==> config.mk <==
export PLATFORM = sky130hd
export DESIGN_NAME = reg_file
export DESIGN_NICKNAME = d
export VERILOG_FILES = /design/src/hdl/exec_pkg.sv /design/src/hdl/reg_file.sv
export SDC_FILE = /design/constraint.sdc
export NUM_CORES = 2
export LEC_CHECK = 0
export BUFFER_PORTS_ARGS = -buffer_cell sky130_fd_sc_hd__buf_2
export CORE_MARGIN = 5
export CORE_UTILIZATION = 60
export DETAILED_ROUTE_END_ITERATION = 16
export GPL_TIMING_DRIVEN = 0
export PLACE_DENSITY = 0.77
export SETUP_SLACK_MARGIN = 0.15
export SYNTH_ARGS = -nofsm -noshare
export SYNTH_HDL_FRONTEND = slang
export SYNTH_SLANG_ARGS = --single-unit
export TNS_END_PERCENT = 30
==> constraint.sdc <==
create_clock -name clk -period 4.2 [get_ports clk]
set_input_delay 0.21 -clock clk [delete_from_list [all_inputs] [get_ports clk]]
set_output_delay 0.21 -clock clk [all_outputs]
set_load 0.005 [all_outputs]
==> src/hdl/exec_pkg.sv <==
package exec_pkg;

    localparam int XLEN            = 32;
    localparam int REG_ADDR_W      = 5;
    localparam int REG_COUNT       = 32;
    localparam int RAM_WORDS       = 256;
    localparam int RAM_ADDR_W      = $clog2(RAM_WORDS);
    localparam int BE_W            = XLEN / 8;
    localparam int MEM_WAIT_CYCLES = 2;
    localparam int WAIT_CNT_W      = $clog2(MEM_WAIT_CYCLES + 1);

    typedef enum logic [5:0] {
        OP_NOP,
        OP_LUI,  OP_AUIPC, OP_JAL,  OP_JALR,
        OP_BEQ,  OP_BNE,   OP_BLT,  OP_BGE,  OP_BLTU, OP_BGEU,
        OP_LB,   OP_LH,    OP_LW,   OP_LBU,  OP_LHU,
        OP_SB,   OP_SH,    OP_SW,
        OP_ADDI, OP_SLTI,  OP_SLTIU, OP_XORI, OP_ORI, OP_ANDI,
        OP_SLLI, OP_SRLI,  OP_SRAI,
        OP_ADD,  OP_SUB,   OP_SLL,  OP_SLT,  OP_SLTU,
        OP_XOR,  OP_SRL,   OP_SRA,  OP_OR,   OP_AND
    } exec_op_e;

    typedef enum logic [1:0] {
        ST_IDLE,
        ST_EXEC,
        ST_MEM,
        ST_WB
    } ctrl_state_e;

    typedef struct packed {
        exec_op_e              op;
        logic [XLEN-1:0]       pc;
        logic [REG_ADDR_W-1:0] rs1;
        logic [REG_ADDR_W-1:0] rs2;
        logic [REG_ADDR_W-1:0] rd;
        logic [XLEN-1:0]       imm;
    } issue_t;

    typedef struct packed {
        logic                  we;
        logic [REG_ADDR_W-1:0] rd;
        logic [XLEN-1:0]       data;
    } wb_t;

    typedef struct packed {
        logic            taken;
        logic [XLEN-1:0] npc;
    } redirect_t;

    typedef struct packed {
        logic [XLEN-1:0] addr;
        logic [XLEN-1:0] wdata;
        logic [BE_W-1:0] be;
        logic            we;
    } mem_req_t;

    function automatic logic op_is_load(exec_op_e op);
        return op inside {OP_LB, OP_LH, OP_LW, OP_LBU, OP_LHU};
    endfunction

    function automatic logic op_is_store(exec_op_e op);
        return op inside {OP_SB, OP_SH, OP_SW};
    endfunction

    function automatic logic op_is_mem(exec_op_e op);
        return op_is_load(op) || op_is_store(op);
    endfunction

    // Branches, stores and NOP leave the register file alone.
    function automatic logic op_writes_rd(exec_op_e op);
        return !(op inside {OP_NOP, OP_BEQ, OP_BNE, OP_BLT, OP_BGE, OP_BLTU, OP_BGEU,
                            OP_SB, OP_SH, OP_SW});
    endfunction

endpackage

==> src/hdl/reg_file.sv <==
`timescale 1ns/1ns
module reg_file (
    input  logic                            clk,
    input  logic                            rst,
    input  logic [exec_pkg::REG_ADDR_W-1:0] rs1_i,
    input  logic [exec_pkg::REG_ADDR_W-1:0] rs2_i,
    output logic [exec_pkg::XLEN-1:0]       rd_data1_o,
    output logic [exec_pkg::XLEN-1:0]       rd_data2_o,
    input  exec_pkg::wb_t                   wb_i
);
    import exec_pkg::*;

    logic [XLEN-1:0] regs [REG_COUNT];

    always_ff @(posedge clk) begin
        if (!rst) begin
            for (int i = 0; i < REG_COUNT; i++) begin
                regs[i] <= '0;
            end
        end else if (wb_i.we && wb_i.rd != '0) begin // x0 writes dropped.
            regs[wb_i.rd] <= wb_i.data;
        end
    end

    always_comb begin
        rd_data1_o = (rs1_i == '0) ? '0 : regs[rs1_i];
        rd_data2_o = (rs2_i == '0) ? '0 : regs[rs2_i];
    end

endmodule

==> flow_summary.toml <==
[run_status]
outcome = "finished, violations left"
violations = "capacitance limit, slew limit, setup timing"

[floorplanning]
io_pins = 114
design.core.area_um2 = 89870
dieArea_um2 = 96450
start_util_pct = 60.31
die_x_um = 310.6
row_count = 110
die_h_um = 310.6

[final_layout]
layout_common_cells = "edfxtp_1 (1024), and2_1 (996), mux4_2 (470)"
largest_reg_flops = 1024
final_common_cell = "edfxtp_1"
regMostFlops = "regs"
drive_above_1_share_pct = 23.89
reg_top3 = "regs x1024"
syn_to_final_growth_pct = 12.74
final_nets = 3873

[routing]
dr.pass1.iters = 9
drt_iter0_markers = 7775
viasPerCell = 7.429
via_count = 37767
drc = 0
routed_wl_um = 203600
ant_nets = 0
wl_per_cell_um = 40.04

[synthesis]
synth_cell_type_count = 41
ys_seq_area_share_pct = 56.73
syn_area_per_cell_um2 = 15.45
ys_ff_latch = 1024
synth_area_leaders = "edfxtp_1 (57%), mux4_2 (20%), and2_1 (11%), mux2i_1 (2.8%), clkbuf_1 (1.9%)"
synth_largest_area_cell = "edfxtp_1"
netlist_area_um2 = 54200
synth_flop_cell = "edfxtp_1"
synth_edf_count = 1024
synth_top_area_share_pct = 56.73
yosys_warnings = 0
synth_cells = 3509
async_flop_share_pct = 0

[pwr]
total_leakage_power_nw = 21.06
swShare_pct = 26.00
internal_power_mw = 18.12
p_sw_mw = 6.367
power_mw = 24.49
p_clk_share_pct = 36.9
pwr-share-comb_pct = 13.6
seq_power_share_pct = 49.5
p_per_area_nw_per_um2 = 400.8
ir_worst_vdd_uv = 354.7

[cts]
h-tree-depth = 3
clock_sinks = 1024
cts_root_buf = "clkbuf_16"
clk_pin_slew_worst_paths_ns = 0.06
clk_path_buf_depth = 3
cts_tree = "yes"
cts_made_buffers = 105

[sta]
finalHoldViolCount = 0
relSlewSlack_pct = -6.110
setup_viol_count_final = 16
rsz0062_at_grt = "yes"
finalCritPeriodShare_pct = 109.4
period_minus_slack_ns = 4.594
worstMarginPinSlew_ns = 1.586
slew_viol_final = 19
finalSetupTns_ns = -2.030
fmax_mhz = 217.7
layout_setup_ws_ns = -0.3944

[grt]
antenna_found_initial = 7
grt_use_total_pct = 41.32
grt_pass1_vias = 36598
grt_max_degree = 24
grt-ovfl-total = 0
grt_pass1_wl_um = 277400

[setup_path]
crit_path_end_kind = "primary output"
worstPathMaxFanout = 10
worstSetupStartpointType = "input pin"
required_ns = 3.99
path_class = "input pin to primary output"
worstPathArrival_ns = 4.38

[placed_design]
port_buffers = 107
place_congestion = 1.031
hpwlAfterDp_um = 140500

[job]
maxCapViolCount = 2

[worst_hold_path]
hp-class = "input pin to flip-flop"
## worst max-delay path, cell delays in order
cell	delay (ns)
buf_2	0.20
clkbuf_1	1.06
clkbuf_1	1.07
o221ai_1	0.31
a211oi_1	0.97
nor3_1	0.31
buf_2	0.23
## final cells by class
| class | instances | area [um2] |
|---|---|---|
| flip-flops and latches | 1024 | 30750 |
| multi-input cells | 2126 | 22130 |
| clock inverters | 56 | 395.4 |
| plain buffers | 388 | 1817 |
| well taps | 1176 | 1471 |
| repair buffers | 176 | 1737 |
| diodes | 3 | 7.507 |
| fillers | 6025 | 28770 |
| inverters | 2 | 7.507 |
| clock buffers | 133 | 2796 |
## metal layers
metal  share of wire (%)  track usage, %  vias to the layer above
li1                    -               -                    14259
met1                  32           52.75                    18571
met2                  42           57.61                     4102
met3                  18           17.69                      825
met5               0.037               0                        -
met4                 9.1           28.30                       10
## final timing paths
path | startpoint | cells after the start | slack, ns | end
min | wb_i[10] | 2 | 0.03 | regs[5][10]$_SDFFCE_PN0P_
max | rs2_i[4] | 7 | -0.39 | rd_data2_o[29]
## cell usage after synthesis, drive strengths merged, types with 5 or more instances
cell type and number:
edfxtp 1024, and2 996, mux4 470, clkbuf 275, mux2i 154, buf 113, o22ai 79, nor3 54
a22o 51, nor2 36, a211oi 34, o21ai 33, mux2 30, a2111oi 29, o221ai 27, a22oi 18
nor2b 15, a21oi 10, nand2 9, nor4 8, nand2b 6, nand3 5, nand3b 5
## power by group through the flow
stage | clock (mW) | sequential, mW | combinational [mW]
after global placement | 0 | 12.4 | 2.98
after floorplan | 0 | 12.2 | 1.80
after global routing | 9.32 | 12.2 | 3.35
after detailed placement | 0 | 12.3 | 3.16
after CTS | 8.91 | 12.1 | 3.20
final | 9.03 | 12.1 | 3.34
## metrics by stage
| stage | util [%] | cell area (um2) | cells | setup slack [ns] | hold slack (ns) |
|---|---|---|---|---|---|
| 4_1_cts | 67.95 | 61070 | 5081 | 0.1463 | 0.004527 |
| 3_3_place_gp | 62.67 | 56330 | 4823 | -3.022 | 0.5500 |
| 2_1_floorplan | - | 54320 | 3540 | 0.4541 | 0.4082 |
| 6_report | 67.99 | 61110 | 5084 | -0.3944 | 0.02596 |
| 3_5_place_dp | 64.04 | 57550 | 4860 | -0.2732 | 0.5515 |
| 5_1_grt | 67.99 | 61100 | 5082 | -0.05690 | 0.02250 |
## what timing repair did
| item | in CTS | in global routing |
|---|---|---|
| pin swaps | 0 | 0 |
| setup buffers | 3 | 0 |
| endpoints found under the setup margin | 12 | 26 |
| gates resized for setup | 1 | 11 |
| hold buffers | 29 | 0 |
| hold endpoints to repair | 29 | 0 |
## cell families (layout without fill, tap and decap cells)
logic type             count (synthesis)  after routing  share of synthesized area [%]
AOI/OAI and AO/OA                    291            291                          3.961
other                                  1             35                       0.006918
buffers and inverters                390            755                          3.333
muxes                                654            654                          23.00
and+or+nand+nor                     1149           1149                          12.97
DFF                                 1024           1024                          56.73
Power figures use the tool's default switching activity.
