File: src/hdl/exec_pkg.sv
package exec_pkg;

    localparam int XLEN            = 32;
    localparam int REG_ADDR_W      = 5;
    localparam int REG_COUNT       = 32;
    localparam int RAM_WORDS       = 256;
    localparam int RAM_ADDR_W      = $clog2(RAM_WORDS);
    localparam int BE_W            = XLEN / 8;
    localparam int MEM_WAIT_CYCLES = 2;
    localparam int WAIT_CNT_W      = $clog2(MEM_WAIT_CYCLES + 1);

    typedef enum logic [5:0] {
        OP_NOP,
        OP_LUI,  OP_AUIPC, OP_JAL,  OP_JALR,
        OP_BEQ,  OP_BNE,   OP_BLT,  OP_BGE,  OP_BLTU, OP_BGEU,
        OP_LB,   OP_LH,    OP_LW,   OP_LBU,  OP_LHU,
        OP_SB,   OP_SH,    OP_SW,
        OP_ADDI, OP_SLTI,  OP_SLTIU, OP_XORI, OP_ORI, OP_ANDI,
        OP_SLLI, OP_SRLI,  OP_SRAI,
        OP_ADD,  OP_SUB,   OP_SLL,  OP_SLT,  OP_SLTU,
        OP_XOR,  OP_SRL,   OP_SRA,  OP_OR,   OP_AND
    } exec_op_e;

    typedef enum logic [1:0] {
        ST_IDLE,
        ST_EXEC,
        ST_MEM,
        ST_WB
    } ctrl_state_e;

    typedef struct packed {
        exec_op_e              op;
        logic [XLEN-1:0]       pc;
        logic [REG_ADDR_W-1:0] rs1;
        logic [REG_ADDR_W-1:0] rs2;
        logic [REG_ADDR_W-1:0] rd;
        logic [XLEN-1:0]       imm;
    } issue_t;

    typedef struct packed {
        logic                  we;
        logic [REG_ADDR_W-1:0] rd;
        logic [XLEN-1:0]       data;
    } wb_t;

    typedef struct packed {
        logic            taken;
        logic [XLEN-1:0] npc;
    } redirect_t;

    typedef struct packed {
        logic [XLEN-1:0] addr;
        logic [XLEN-1:0] wdata;
        logic [BE_W-1:0] be;
        logic            we;
    } mem_req_t;

    function automatic logic op_is_load(exec_op_e op);
        return op inside {OP_LB, OP_LH, OP_LW, OP_LBU, OP_LHU};
    endfunction

    function automatic logic op_is_store(exec_op_e op);
        return op inside {OP_SB, OP_SH, OP_SW};
    endfunction

    function automatic logic op_is_mem(exec_op_e op);
        return op_is_load(op) || op_is_store(op);
    endfunction

    // Branches, stores and NOP leave the register file alone.
    function automatic logic op_writes_rd(exec_op_e op);
        return !(op inside {OP_NOP, OP_BEQ, OP_BNE, OP_BLT, OP_BGE, OP_BLTU, OP_BGEU,
                            OP_SB, OP_SH, OP_SW});
    endfunction

endpackage

File: src/hdl/load_store_unit.sv
`timescale 1ns/1ns
module load_store_unit (
    input  exec_pkg::exec_op_e        op_i,
    input  logic [exec_pkg::XLEN-1:0] addr_i,
    input  logic [exec_pkg::XLEN-1:0] store_data_i,
    input  logic                      mem_strobe_i,
    input  logic [exec_pkg::XLEN-1:0] ram_rdata_i,
    output exec_pkg::mem_req_t        mem_req_o,
    output logic [exec_pkg::XLEN-1:0] load_data_o
);
    import exec_pkg::*;

    logic        is_byte;
    logic        is_half;
    logic        is_word;
    logic        misaligned;
    logic [7:0]  ld_byte;
    logic [15:0] ld_half;

    assign is_byte    = op_i inside {OP_LB, OP_LBU, OP_SB};
    assign is_half    = op_i inside {OP_LH, OP_LHU, OP_SH};
    assign is_word    = op_i inside {OP_LW, OP_SW};
    assign misaligned = (is_half && addr_i[0]) || (is_word && addr_i[1:0] != 2'b00);

    always_comb begin
        mem_req_o.addr = addr_i;
        mem_req_o.we   = op_is_store(op_i) && mem_strobe_i; // Write on the expiring cycle.
        if (is_byte) begin
            mem_req_o.wdata = {4{store_data_i[7:0]}};
            mem_req_o.be    = 4'b0001 << addr_i[1:0];
        end else if (is_half) begin
            mem_req_o.wdata = {2{store_data_i[15:0]}};
            mem_req_o.be    = addr_i[1] ? 4'b1100 : 4'b0011;
        end else begin
            mem_req_o.wdata = store_data_i;
            mem_req_o.be    = 4'b1111;
        end
    end

    assign ld_byte = ram_rdata_i[8*addr_i[1:0] +: 8];
    assign ld_half = addr_i[1] ? ram_rdata_i[31:16] : ram_rdata_i[15:0];

    always_comb begin
        case (op_i)
            OP_LB:   load_data_o = {{24{ld_byte[7]}}, ld_byte};
            OP_LBU:  load_data_o = {24'd0, ld_byte};
            OP_LH:   load_data_o = {{16{ld_half[15]}}, ld_half};
            OP_LHU:  load_data_o = {16'd0, ld_half};
            default: load_data_o = ram_rdata_i; // LW.
        endcase
    end

    // Checked once per access, when the FSM strobes the RAM.
    a_aligned: assert property (@(posedge mem_strobe_i) !misaligned)
        else $error("Misaligned access to %h.", addr_i);

endmodule

File: config.mk
export PLATFORM = sky130hd
export DESIGN_NAME = load_store_unit
export DESIGN_NICKNAME = d
export VERILOG_FILES = /design/src/hdl/exec_pkg.sv /design/src/hdl/load_store_unit.sv
export SDC_FILE = /design/constraint.sdc
export NUM_CORES = 1
export LEC_CHECK = 0
export BUFFER_PORTS_ARGS = -buffer_cell sky130_fd_sc_hd__buf_2
export CAP_MARGIN = 20
export CORE_AREA = 2 2 80 82
export DETAILED_ROUTE_END_ITERATION = 8
export DIE_AREA = 0 0 82 84
export GPL_TIMING_DRIVEN = 0
export PLACE_DENSITY_LB_ADDON = 0.1
export SYNTH_ARGS = -nofsm -noshare
export SYNTH_HDL_FRONTEND = slang
export SYNTH_SLANG_ARGS = --single-unit
export TNS_END_PERCENT = 50
File: constraint.sdc
create_clock -name vclk -period 2.7
set_input_delay 0.27 -clock vclk [all_inputs]
set_output_delay 0.27 -clock vclk [all_outputs]
set_load 0.01 [all_outputs]
==> run_results.csv <==
group,metric,value,unit
status,status,"finished, final reports clean",
yosys,syn_area_per_cell,7.736,um^2
worst_setup_path,crit_path_max_fanout,10,
global_routing,antenna_found_initial,0,
die,die_h,84,um
sta,hold_ws,0.7229,ns
clock_network,hold_buffers,0,
die,coreArea,6096,um^2
sta,rsz0062_at_grt,"no",
sta,hold_viol,0,
sta,min_period,2.410,ns
yosys,ys_warn_count,0,
place,gp_congestion,0.7773,
drt,drt_iter0_markers,87,
global_routing,gr-total-overflow,0,
global_routing,grt_pass1_wl,9915,um
yosys,synth_cell_type_count,39,
yosys,synth_top_area_share,19.13,%
die,start_util,27.03,%
sta,tightest_slew,0.7013,ns
clock_network,ctsResizeCount,0,
place,portBuffers,171,
yosys,synth_nets,316,
sta,setup_ws,0.2903,ns
drt,drt_wl_total,6801,um
yosys,yosys.cell_count.top_type,"buf_4",
layout,multi_input_area,1230,um^2
yosys,synth_seq_area_share,0,%
worst_setup_path,crit_required,2.43,ns
layout,area_delta_synth_final,57.78,%
drt,wire_per_inst,14.75,um
die,dieArea,6888,um^2
sta,drv_slew,0,
place,place_ws,0.3170,ns
worst_setup_path,crit_type,"input port to output port",
worst_hold_path,holdCritPathClass,"input port to output port",
yosys,syn_area,1648,um^2
worst_setup_path,cp-start-kind,"input port",
yosys,yosys-top-cells-count,"42 x buf_4, 19 x o21ai_0, 17 x a21o_1",
layout,num_antenna_cells,0,
drt,drc_errors,0,
drt,via_per_inst,5.156,
pwr,powerDensity,161.8,nW/um^2
layout,clkbuf_count,0,
layout,seqCellArea,0,um^2
worst_setup_path,crit_end,"load_data_o[14]",
worst_setup_path,cp.arrival,2.14,ns
sta,setup_viol,0,
die,io_pins,204,
layout,drive_above_1_share,63.02,%
yosys,synth_area_leader_cell,"buf_4",
pwr,leakage,1.338,nW
drt,vias,2377,
global_routing,grt_max_degree,11,
yosys,netlist_top_cells_area,"buf_4 19%, mux4_2 11%, a221o_1 9.7%",
sta,tns,0,ns
pwr,vdd_drop_max,0.00007371,V
sta,relSlewSlack,53.25,%
run,cap_violations,0,
global_routing,track_usage,17.55,%
yosys,syn_inst,213,
clock_network,cts_setup_buffers,0,
worst_setup_path,end_kind,"output port",
sta,min_period_over_period,89.25,%
layout,design.seq.count,0,
drt,ant_nets,0,
drt,dr.pass1.iters,4,
worst_setup_path,startpoint,"op_i[3]",
sta,max_freq,0.4150,GHz
global_routing,grt_pass1_vias,2103,
die,row_count,29,
die,dieWidth,82,um
place,hpwl,5606,um
layout,fin_nets,489,
layout,nFillCells,647,
[worst min path at each step]
stage	start	cells past startpoint	slack [ns]	endpoint
2_1_floorplan	store_data_i[5]	1	0.63	mem_req_o[10]
3_3_place_gp	addr_i[24]	2	0.72	mem_req_o[61]
3_5_place_dp	addr_i[21]	2	0.72	mem_req_o[58]
4_1_cts	addr_i[21]	2	0.72	mem_req_o[58]
5_1_grt	addr_i[26]	2	0.73	mem_req_o[63]
6_report	addr_i[21]	2	0.72	mem_req_o[58]
[through the flow]
| step | power, W | utilization, % | cell area, um^2 | instances |
|---|---|---|---|---|
| 2_1_floorplan | 0.0002422 | - | 1648 | 213 |
| 3_3_place_gp | 0.0004202 | 42.65 | 2600 | 461 |
| 3_5_place_dp | 0.0004222 | 42.65 | 2600 | 461 |
| 4_1_cts | 0.0004235 | 42.65 | 2600 | 461 |
| 5_1_grt | 0.0004583 | 42.65 | 2600 | 461 |
| 6_report | 0.0004208 | 42.65 | 2600 | 461 |
[routing by layer]
| metal | vias to the layer above | global-route usage (%) | part of all wire [%] |
|---|---|---|---|
| li1 | 1165 | - | - |
| met1 | 1089 | 22.12 | 40 |
| met2 | 119 | 32.89 | 51 |
| met3 | 4 | 1.515 | 8.6 |
| met4 | 0 | 1.212 | 0.76 |
| met5 | - | 0 | 0 |
[placed cells by master (no fill, tap or decap), types with 2 or more instances in the layout]
cell type / count
nor2b_1: 9
o311ai_0: 8
nor3b_1: 2
inv_1: 3
mux2_2: 8
o21ai_1: 7
a211oi_1: 9
buf_4: 42
a21oi_2: 2
buf_6: 3
a221o_1: 16
o22ai_1: 5
o21ai_0: 19
a31oi_1: 8
nor2_1: 4
mux4_2: 8
nand3_1: 11
clkbuf_1: 9
buf_2: 175
a21o_1: 17
[critical path, stage by stage]
cell	delay (ns)
buf_2	0.12
nor3b_1	0.38
nand3_1	0.14
nor2_1	0.40
clkbuf_1	0.46
a221o_1	0.24
buf_2	0.13
[report_power, final]
| group | switching, W | internal (W) | leakage [nW] | total [W] |
|---|---|---|---|---|
| clock network | 0 | 0 | 0 | 0 |
| registers | 0 | 0 | 0 | 0 |
| logic | 0.000202 | 0.000219 | 1.34 | 0.000421 |
[cells by family after synthesis]
family | after synthesis | share of synthesized area, %
multiplexers | 17 | 17.01
AO/OA/AOI/OAI | 97 | 43.51
buffers and inverters | 62 | 25.36
XOR/XNOR | 2 | 1.063
AND/OR/NAND/NOR | 35 | 13.06
[cell type report]
cell class / count / share of cell area [%]
Buffer: 58 / 15.50
Inverter: 4 / 0.5775
Multi-Input combinational cell: 151 / 47.31
Tap cell: 77 / 3.705
Timing Repair Buffer: 171 / 32.92
(Power assumes the default switching activity.)
