==> src/hdl/exec_pkg.sv <==
package exec_pkg;

    localparam int XLEN            = 32;
    localparam int REG_ADDR_W      = 5;
    localparam int REG_COUNT       = 32;
    localparam int RAM_WORDS       = 256;
    localparam int RAM_ADDR_W      = $clog2(RAM_WORDS);
    localparam int BE_W            = XLEN / 8;
    localparam int MEM_WAIT_CYCLES = 2;
    localparam int WAIT_CNT_W      = $clog2(MEM_WAIT_CYCLES + 1);

    typedef enum logic [5:0] {
        OP_NOP,
        OP_LUI,  OP_AUIPC, OP_JAL,  OP_JALR,
        OP_BEQ,  OP_BNE,   OP_BLT,  OP_BGE,  OP_BLTU, OP_BGEU,
        OP_LB,   OP_LH,    OP_LW,   OP_LBU,  OP_LHU,
        OP_SB,   OP_SH,    OP_SW,
        OP_ADDI, OP_SLTI,  OP_SLTIU, OP_XORI, OP_ORI, OP_ANDI,
        OP_SLLI, OP_SRLI,  OP_SRAI,
        OP_ADD,  OP_SUB,   OP_SLL,  OP_SLT,  OP_SLTU,
        OP_XOR,  OP_SRL,   OP_SRA,  OP_OR,   OP_AND
    } exec_op_e;

    typedef enum logic [1:0] {
        ST_IDLE,
        ST_EXEC,
        ST_MEM,
        ST_WB
    } ctrl_state_e;

    typedef struct packed {
        exec_op_e              op;
        logic [XLEN-1:0]       pc;
        logic [REG_ADDR_W-1:0] rs1;
        logic [REG_ADDR_W-1:0] rs2;
        logic [REG_ADDR_W-1:0] rd;
        logic [XLEN-1:0]       imm;
    } issue_t;

    typedef struct packed {
        logic                  we;
        logic [REG_ADDR_W-1:0] rd;
        logic [XLEN-1:0]       data;
    } wb_t;

    typedef struct packed {
        logic            taken;
        logic [XLEN-1:0] npc;
    } redirect_t;

    typedef struct packed {
        logic [XLEN-1:0] addr;
        logic [XLEN-1:0] wdata;
        logic [BE_W-1:0] be;
        logic            we;
    } mem_req_t;

    function automatic logic op_is_load(exec_op_e op);
        return op inside {OP_LB, OP_LH, OP_LW, OP_LBU, OP_LHU};
    endfunction

    function automatic logic op_is_store(exec_op_e op);
        return op inside {OP_SB, OP_SH, OP_SW};
    endfunction

    function automatic logic op_is_mem(exec_op_e op);
        return op_is_load(op) || op_is_store(op);
    endfunction

    // Branches, stores and NOP leave the register file alone.
    function automatic logic op_writes_rd(exec_op_e op);
        return !(op inside {OP_NOP, OP_BEQ, OP_BNE, OP_BLT, OP_BGE, OP_BLTU, OP_BGEU,
                            OP_SB, OP_SH, OP_SW});
    endfunction

endpackage

==> src/hdl/exec_ctrl_fsm.sv <==
`timescale 1ns/1ns
module exec_ctrl_fsm (
    input  logic                      clk,
    input  logic                      rst,
    input  logic                      issue_valid_i,
    input  exec_pkg::issue_t          issue_i,
    input  logic                      timer_expired_i,
    input  logic [exec_pkg::XLEN-1:0] alu_result_i,
    input  exec_pkg::redirect_t       redirect_i,
    input  logic [exec_pkg::XLEN-1:0] load_data_i,
    output exec_pkg::issue_t          instr_o,
    output logic                      timer_start_o,
    output logic                      mem_strobe_o,
    output exec_pkg::wb_t             rf_wb_o,
    output exec_pkg::wb_t             wb_o,
    output exec_pkg::redirect_t       redirect_o,
    output logic                      done_o,
    output logic                      busy_o
);
    import exec_pkg::*;

    ctrl_state_e state;
    ctrl_state_e state_next;
    logic        is_mem;
    logic        wb_cycle;

    assign is_mem   = op_is_mem(instr_o.op);
    assign wb_cycle = (state == ST_EXEC && !is_mem) || state == ST_WB;

    always_comb begin
        state_next = state;
        case (state)
            ST_IDLE: if (issue_valid_i) state_next = ST_EXEC;
            ST_EXEC: state_next = is_mem ? ST_MEM : ST_IDLE;
            ST_MEM:  if (timer_expired_i) state_next = ST_WB;
            ST_WB:   state_next = ST_IDLE;
            default: state_next = ST_IDLE;
        endcase
    end

    assign timer_start_o = state == ST_EXEC && is_mem; // Arms timer on the way into ST_MEM.
    assign mem_strobe_o  = state == ST_MEM && timer_expired_i;

    assign rf_wb_o.we   = wb_cycle && op_writes_rd(instr_o.op);
    assign rf_wb_o.rd   = instr_o.rd;
    assign rf_wb_o.data = op_is_load(instr_o.op) ? load_data_i : alu_result_i;

    assign busy_o = state != ST_IDLE || done_o; // Held through the done cycle.

    always_ff @(posedge clk) begin
        if (!rst) begin
            state      <= ST_IDLE;
            instr_o    <= '0;
            wb_o       <= '0;
            redirect_o <= '0;
            done_o     <= 1'b0;
        end else begin
            state  <= state_next;
            done_o <= wb_cycle;
            if (state == ST_IDLE && issue_valid_i) begin
                instr_o <= issue_i;
            end
            if (wb_cycle) begin
                wb_o       <= rf_wb_o;
                redirect_o <= redirect_i;
            end else begin
                wb_o.we          <= 1'b0; // Payload kept, strobes dropped.
                redirect_o.taken <= 1'b0;
            end
        end
    end

    a_no_issue_busy: assert property (@(posedge clk) disable iff (!rst)
        issue_valid_i |-> !busy_o)
        else $error("Issue strobe while busy.");

    a_done_pulse: assert property (@(posedge clk) disable iff (!rst)
        done_o |=> !done_o)
        else $error("done_o longer than one cycle.");

endmodule

==> config.mk <==
export PLATFORM = sky130hd
export DESIGN_NAME = exec_ctrl_fsm
export DESIGN_NICKNAME = d
export VERILOG_FILES = /design/src/hdl/exec_pkg.sv /design/src/hdl/exec_ctrl_fsm.sv
export SDC_FILE = /design/constraint.sdc
export NUM_CORES = 1
export LEC_CHECK = 0
export ABC_AREA = 1
export BUFFER_PORTS_ARGS = -buffer_cell sky130_fd_sc_hd__buf_2
export CORE_MARGIN = 2
export CORE_UTILIZATION = 30
export DETAILED_ROUTE_END_ITERATION = 12
export GPL_TIMING_DRIVEN = 0
export SKIP_LAST_GASP = 1
export SLEW_MARGIN = 20
export SYNTH_ARGS = -nofsm -noshare
export SYNTH_HDL_FRONTEND = slang
export SYNTH_SLANG_ARGS = --single-unit
==> constraint.sdc <==
create_clock -name clk -period 3.1 [get_ports clk]
set_input_delay 0.31 -clock clk [delete_from_list [all_inputs] [get_ports clk]]
set_output_delay 0.31 -clock clk [all_outputs]
set_load 0.01 [all_outputs]
==> reports/results.md <==
- **die height** 149 um
- **Layout Area Growth over Synthesis** 44.6%
- **minimum clock period** 2.28 ns
- **critical path's top delay family** simple AND/OR/NAND/NOR gates
- **remaining design rule violation count** 0
- **Filler Cells Inserted** 2233
- **Synth top cells by count** 168 x nor2_1, 159 x dfxtp_1, 112 x nand2_1
- **final number of max-transition violations** 0
- **DRC violation total after the first TritonRoute iteration** 294
- **synthesized-area fraction occupied by adder cells** 0%
- **startpoint types** register
- **post-synthesis sequential area ratio** 50.2%
- **final worst clock skew** 0.00913 ns
- **distinct cell type count after synthesis** 22
- **Min-Delay Path Class** in2reg
- **library cell contributing the largest single delay on the critical path** dfxtp_1
- **H-tree levels** 4
- **count of yosys warnings during synthesis** 0
- **post-cts sizing count** 0
- **Net count, final** 1419
- **initial standard-cell utilization of the core** 30.3%
- **vias after detailed routing** 6972
- **share of synthesized area spent on multiplexers** 0%
- **Placement Rows** 53
- **syn_nets** 1018
- **count of endpoints failing setup in the final report** 0
- **worst setup path endpoint** timer_start_o
- **CTS buffer count** 17
- **achievable clock frequency** 439 MHz
- **simple-gate portion of the synthesized area** 30.1%
- **required time of the critical path** 2.79 ns
- **endpoint class of the critical path** output port
- **Most Used Layer, Global Route** met2
- **Global Route met1 Usage** 23.6%
- **clock latency of the later-clocked register in the worst-skew pair** 0.42 ns
- **DR WL/cell** 15.4 um
- **largest net degree at the start of global routing** 17
- **number of enable flip-flop cells after synthesis** 0
- **cell type with the highest aggregate area in the netlist** dfxtp_1
- **Post-DP HPWL** 18.4 mm
- **number of buffers inserted by port buffering** 382
- **post-synthesis average cell area** 7.62 um^2
- **unrepaired setup endpoints after global routing** false
- **share of the clock period used by the worst path after layout** 73.5%
- **CTS Root Cell** clkbuf_16
- **fraction of final layout cells sized beyond drive strength 1** 38.6%
- **hold_buf cts** 0
- **share of the synthesized area in the top cell type** 50.2%
- **setup slack after placement** 1.18 ns
- **main area contributors after synthesis** dfxtp_1 50%, nor2_1 10%, nand4_1 6.9%
- **synthesized instance count** 832
- **leading cell type by number of instances after synthesis** nor2_1
- **count of non-filler cells in the finished layout** 1523
- **routability congestion estimate** 0.807
- **cell count after placement** 1489
- **number of buffers inserted to repair setup after CTS** 0
- **number of sinks handled by clock tree synthesis** 159
- **vias in the first global route** 6452
- **Critical Path Max Stage Delay** 0.36 ns
- **ordered list of cells on the worst path** nand2_1, nand2_1, nand3_2, buf_4, buf_4, nand2_1, nand2_1, nor2_1, buf_2
- **leftover overflow at the end of global routing** 0
- **Pwr per Cell Area** 600 mW/mm^2
- **Clock Path Buffers** 2
- **synthesized-area fraction occupied by xor and xnor cells** 0%
- **worst reg-to-reg setup slack** 1.44 ns
- **overall die area** 0.0223 mm^2
- **worst rel slew slack** 54.7%
- **launch point of the critical path** instr_o[80]$_SDFFE_PN0P_
- **detailed-router iteration count before antenna repair** 4
- **share of flip-flops with an asynchronous set or reset after synthesis** 0%
- **met3 usage in global routing** 7.06%
- **total negative slack for setup checks** 0 ns
- **final hold viol count** 0
- **combinational family with the most area after synthesis** simple AND/OR/NAND/NOR gates
- **count of cell instances traversed by the critical path** 9
- **Leak Pwr** 4.96 nW
- **combined buffer and inverter count along the critical path** 3
- **CP Data Arrival Time** 1.97 ns
- **clock slew at the register clock pins of the worst setup and hold paths** 0.07 ns
- **antenna violations before repair** 3
- **Crit Path Class** reg2out
- **WL final** 23.5 mm
- **maximum fanout encountered on the critical timing path** 10
- **clock tree from TritonCTS** built
- **Cell Area, Synth** 0.00634 mm^2
- **length in cells of the worst reg-to-reg path** 6
- **Synth Register Bits** 159
- **Reg2Reg Launch Point** instr_o[80]$_SDFFE_PN0P_
- **total of max-cap violations** 0
- **endpoint of the lowest-slack register-to-register path** wb_o[22]$_SDFFE_PN0P_
- **combined global-route utilization of all metal layers** 20.2%
- **global-route wire length before repair** 34.8 mm
- **IO Pins** 384
- **outcome** completed
- **antenna violation net count after detailed routing** 0
- **commonest register cell after synthesis** dfxtp_1
- **critical path's most frequent cell** nand2_1
- **placeable core region** 0.0209 mm^2
- **Slew @ Worst Pin** 0.680 ns
- **final setup slack of the worst path** 0.823 ns
- **IR Drop Worst-Case VDD** 0.377 mV
- **width of the die** 149 um
- **Compound-Gate Fraction of Synth Area** 10.9%
- **met2 usage** 33.9%
- **via count normalized by instance count** 4.58
==> cells in the final DEF, fill, tap and decap left out, types with 2 or more instances in the layout <==
master,instances
inv_6,4
o21ai_2,20
nor2_1,168
nor3_1,2
o21ai_1,32
nand3_2,2
clkbuf_16,17
dfxtp_1,159
a21oi_1,5
o21ai_0,65
inv_2,3
buf_1,12
clkinv_4,2
nand2_2,2
nand4_1,70
buf_2,406
nand2_1,112
inv_1,43
clkbuf_1,24
nand3_1,71
clkinvlp_4,3
buf_4,13
inv_8,2
diode_2,3
buf_6,3
==> area by class of cell <==
class,count,area [um^2],share of cell area (%)
antenna,3,7.51,0.0819
buffer,75,383,4.18
clock buffer,18,429,4.68
clock inverter,13,133,1.45
inverter,46,173,1.88
multi-input combinational,552,2600,28.4
sequential,159,3180,34.7
tap,275,344,3.76
timing repair buffer,382,1910,20.9
==> layer usage <==
| metal | part of all wire (%) | vias up | wire, um |
|---|---|---|---|
| met5 | 0 | - | 0 |
| met4 | 2.9 | 0 | 673 |
| met3 | 8.6 | 39 | 2010 |
| met2 | 47 | 283 | 11100 |
| met1 | 41 | 3094 | 9650 |
| li1 | - | 3556 | - |
==> flip-flops by register name (all words and copies together), names as in the netlist, named ones only <==
signal and flops:
instr_o 85, wb_o 38, redirect_o 33, done_o 1, state 1
==> through the flow <==
stage / total power, W / area, um^2 / utilization [%] / hold WS [ns]
floorplan: 0.00298 / 6340 / - / 0.422
global placement: 0.00351 / 8590 / 41.1 / 0.457
detailed placement: 0.00352 / 8590 / 41.1 / 0.460
CTS: 0.00558 / 9150 / 43.8 / 0.0794
global route: 0.00580 / 9160 / 43.8 / 0.0883
finish: 0.00550 / 9160 / 43.9 / 0.100
==> worst reg2reg max path, delay by kind of cell, from the launching register on <==
family        cells  cell delay (ns)
simple gates      5             0.86
flops             1             0.33
buf+inv           1             0.42
==> kinds of logic (layout without fill, tap and decap cells) <==
| kind of cell | after synthesis | after routing |
|---|---|---|
| other cells | 0 | 3 |
| compound gates | 123 | 123 |
| flops | 159 | 159 |
| simple gates | 429 | 429 |
| buf+inv | 121 | 534 |
==> where the power goes <==
group	total (W)	leakage (nW)	internal, W	switching [W]
combinational	0.00111	3.38	0.000438	0.000676
clock	0.00204	0.268	0.00112	0.000915
sequential	0.00234	1.31	0.00224	0.000106
total	0.00550	4.96	0.00380	0.00170
==> worst min path at each step <==
stage / from / endpoint / slack, ns / depth (start not counted)
3_3_place_gp: instr_o[6]$_SDFFE_PN0P_ / instr_o[6]$_SDFFE_PN0P_ / 0.46 / 2
6_report: redirect_i[15] / redirect_o[15]$_SDFFE_PN0P_ / 0.10 / 3
4_1_cts: redirect_i[15] / redirect_o[15]$_SDFFE_PN0P_ / 0.08 / 3
5_1_grt: redirect_i[31] / redirect_o[31]$_SDFFE_PN0P_ / 0.09 / 3
3_5_place_dp: wb_o[31]$_SDFFE_PN0P_ / wb_o[31]$_SDFFE_PN0P_ / 0.46 / 2
2_1_floorplan: redirect_i[32] / redirect_o[32]$_SDFF_PN0_ / 0.42 / 2
Note: power is estimated with default switching activity, not from simulation.
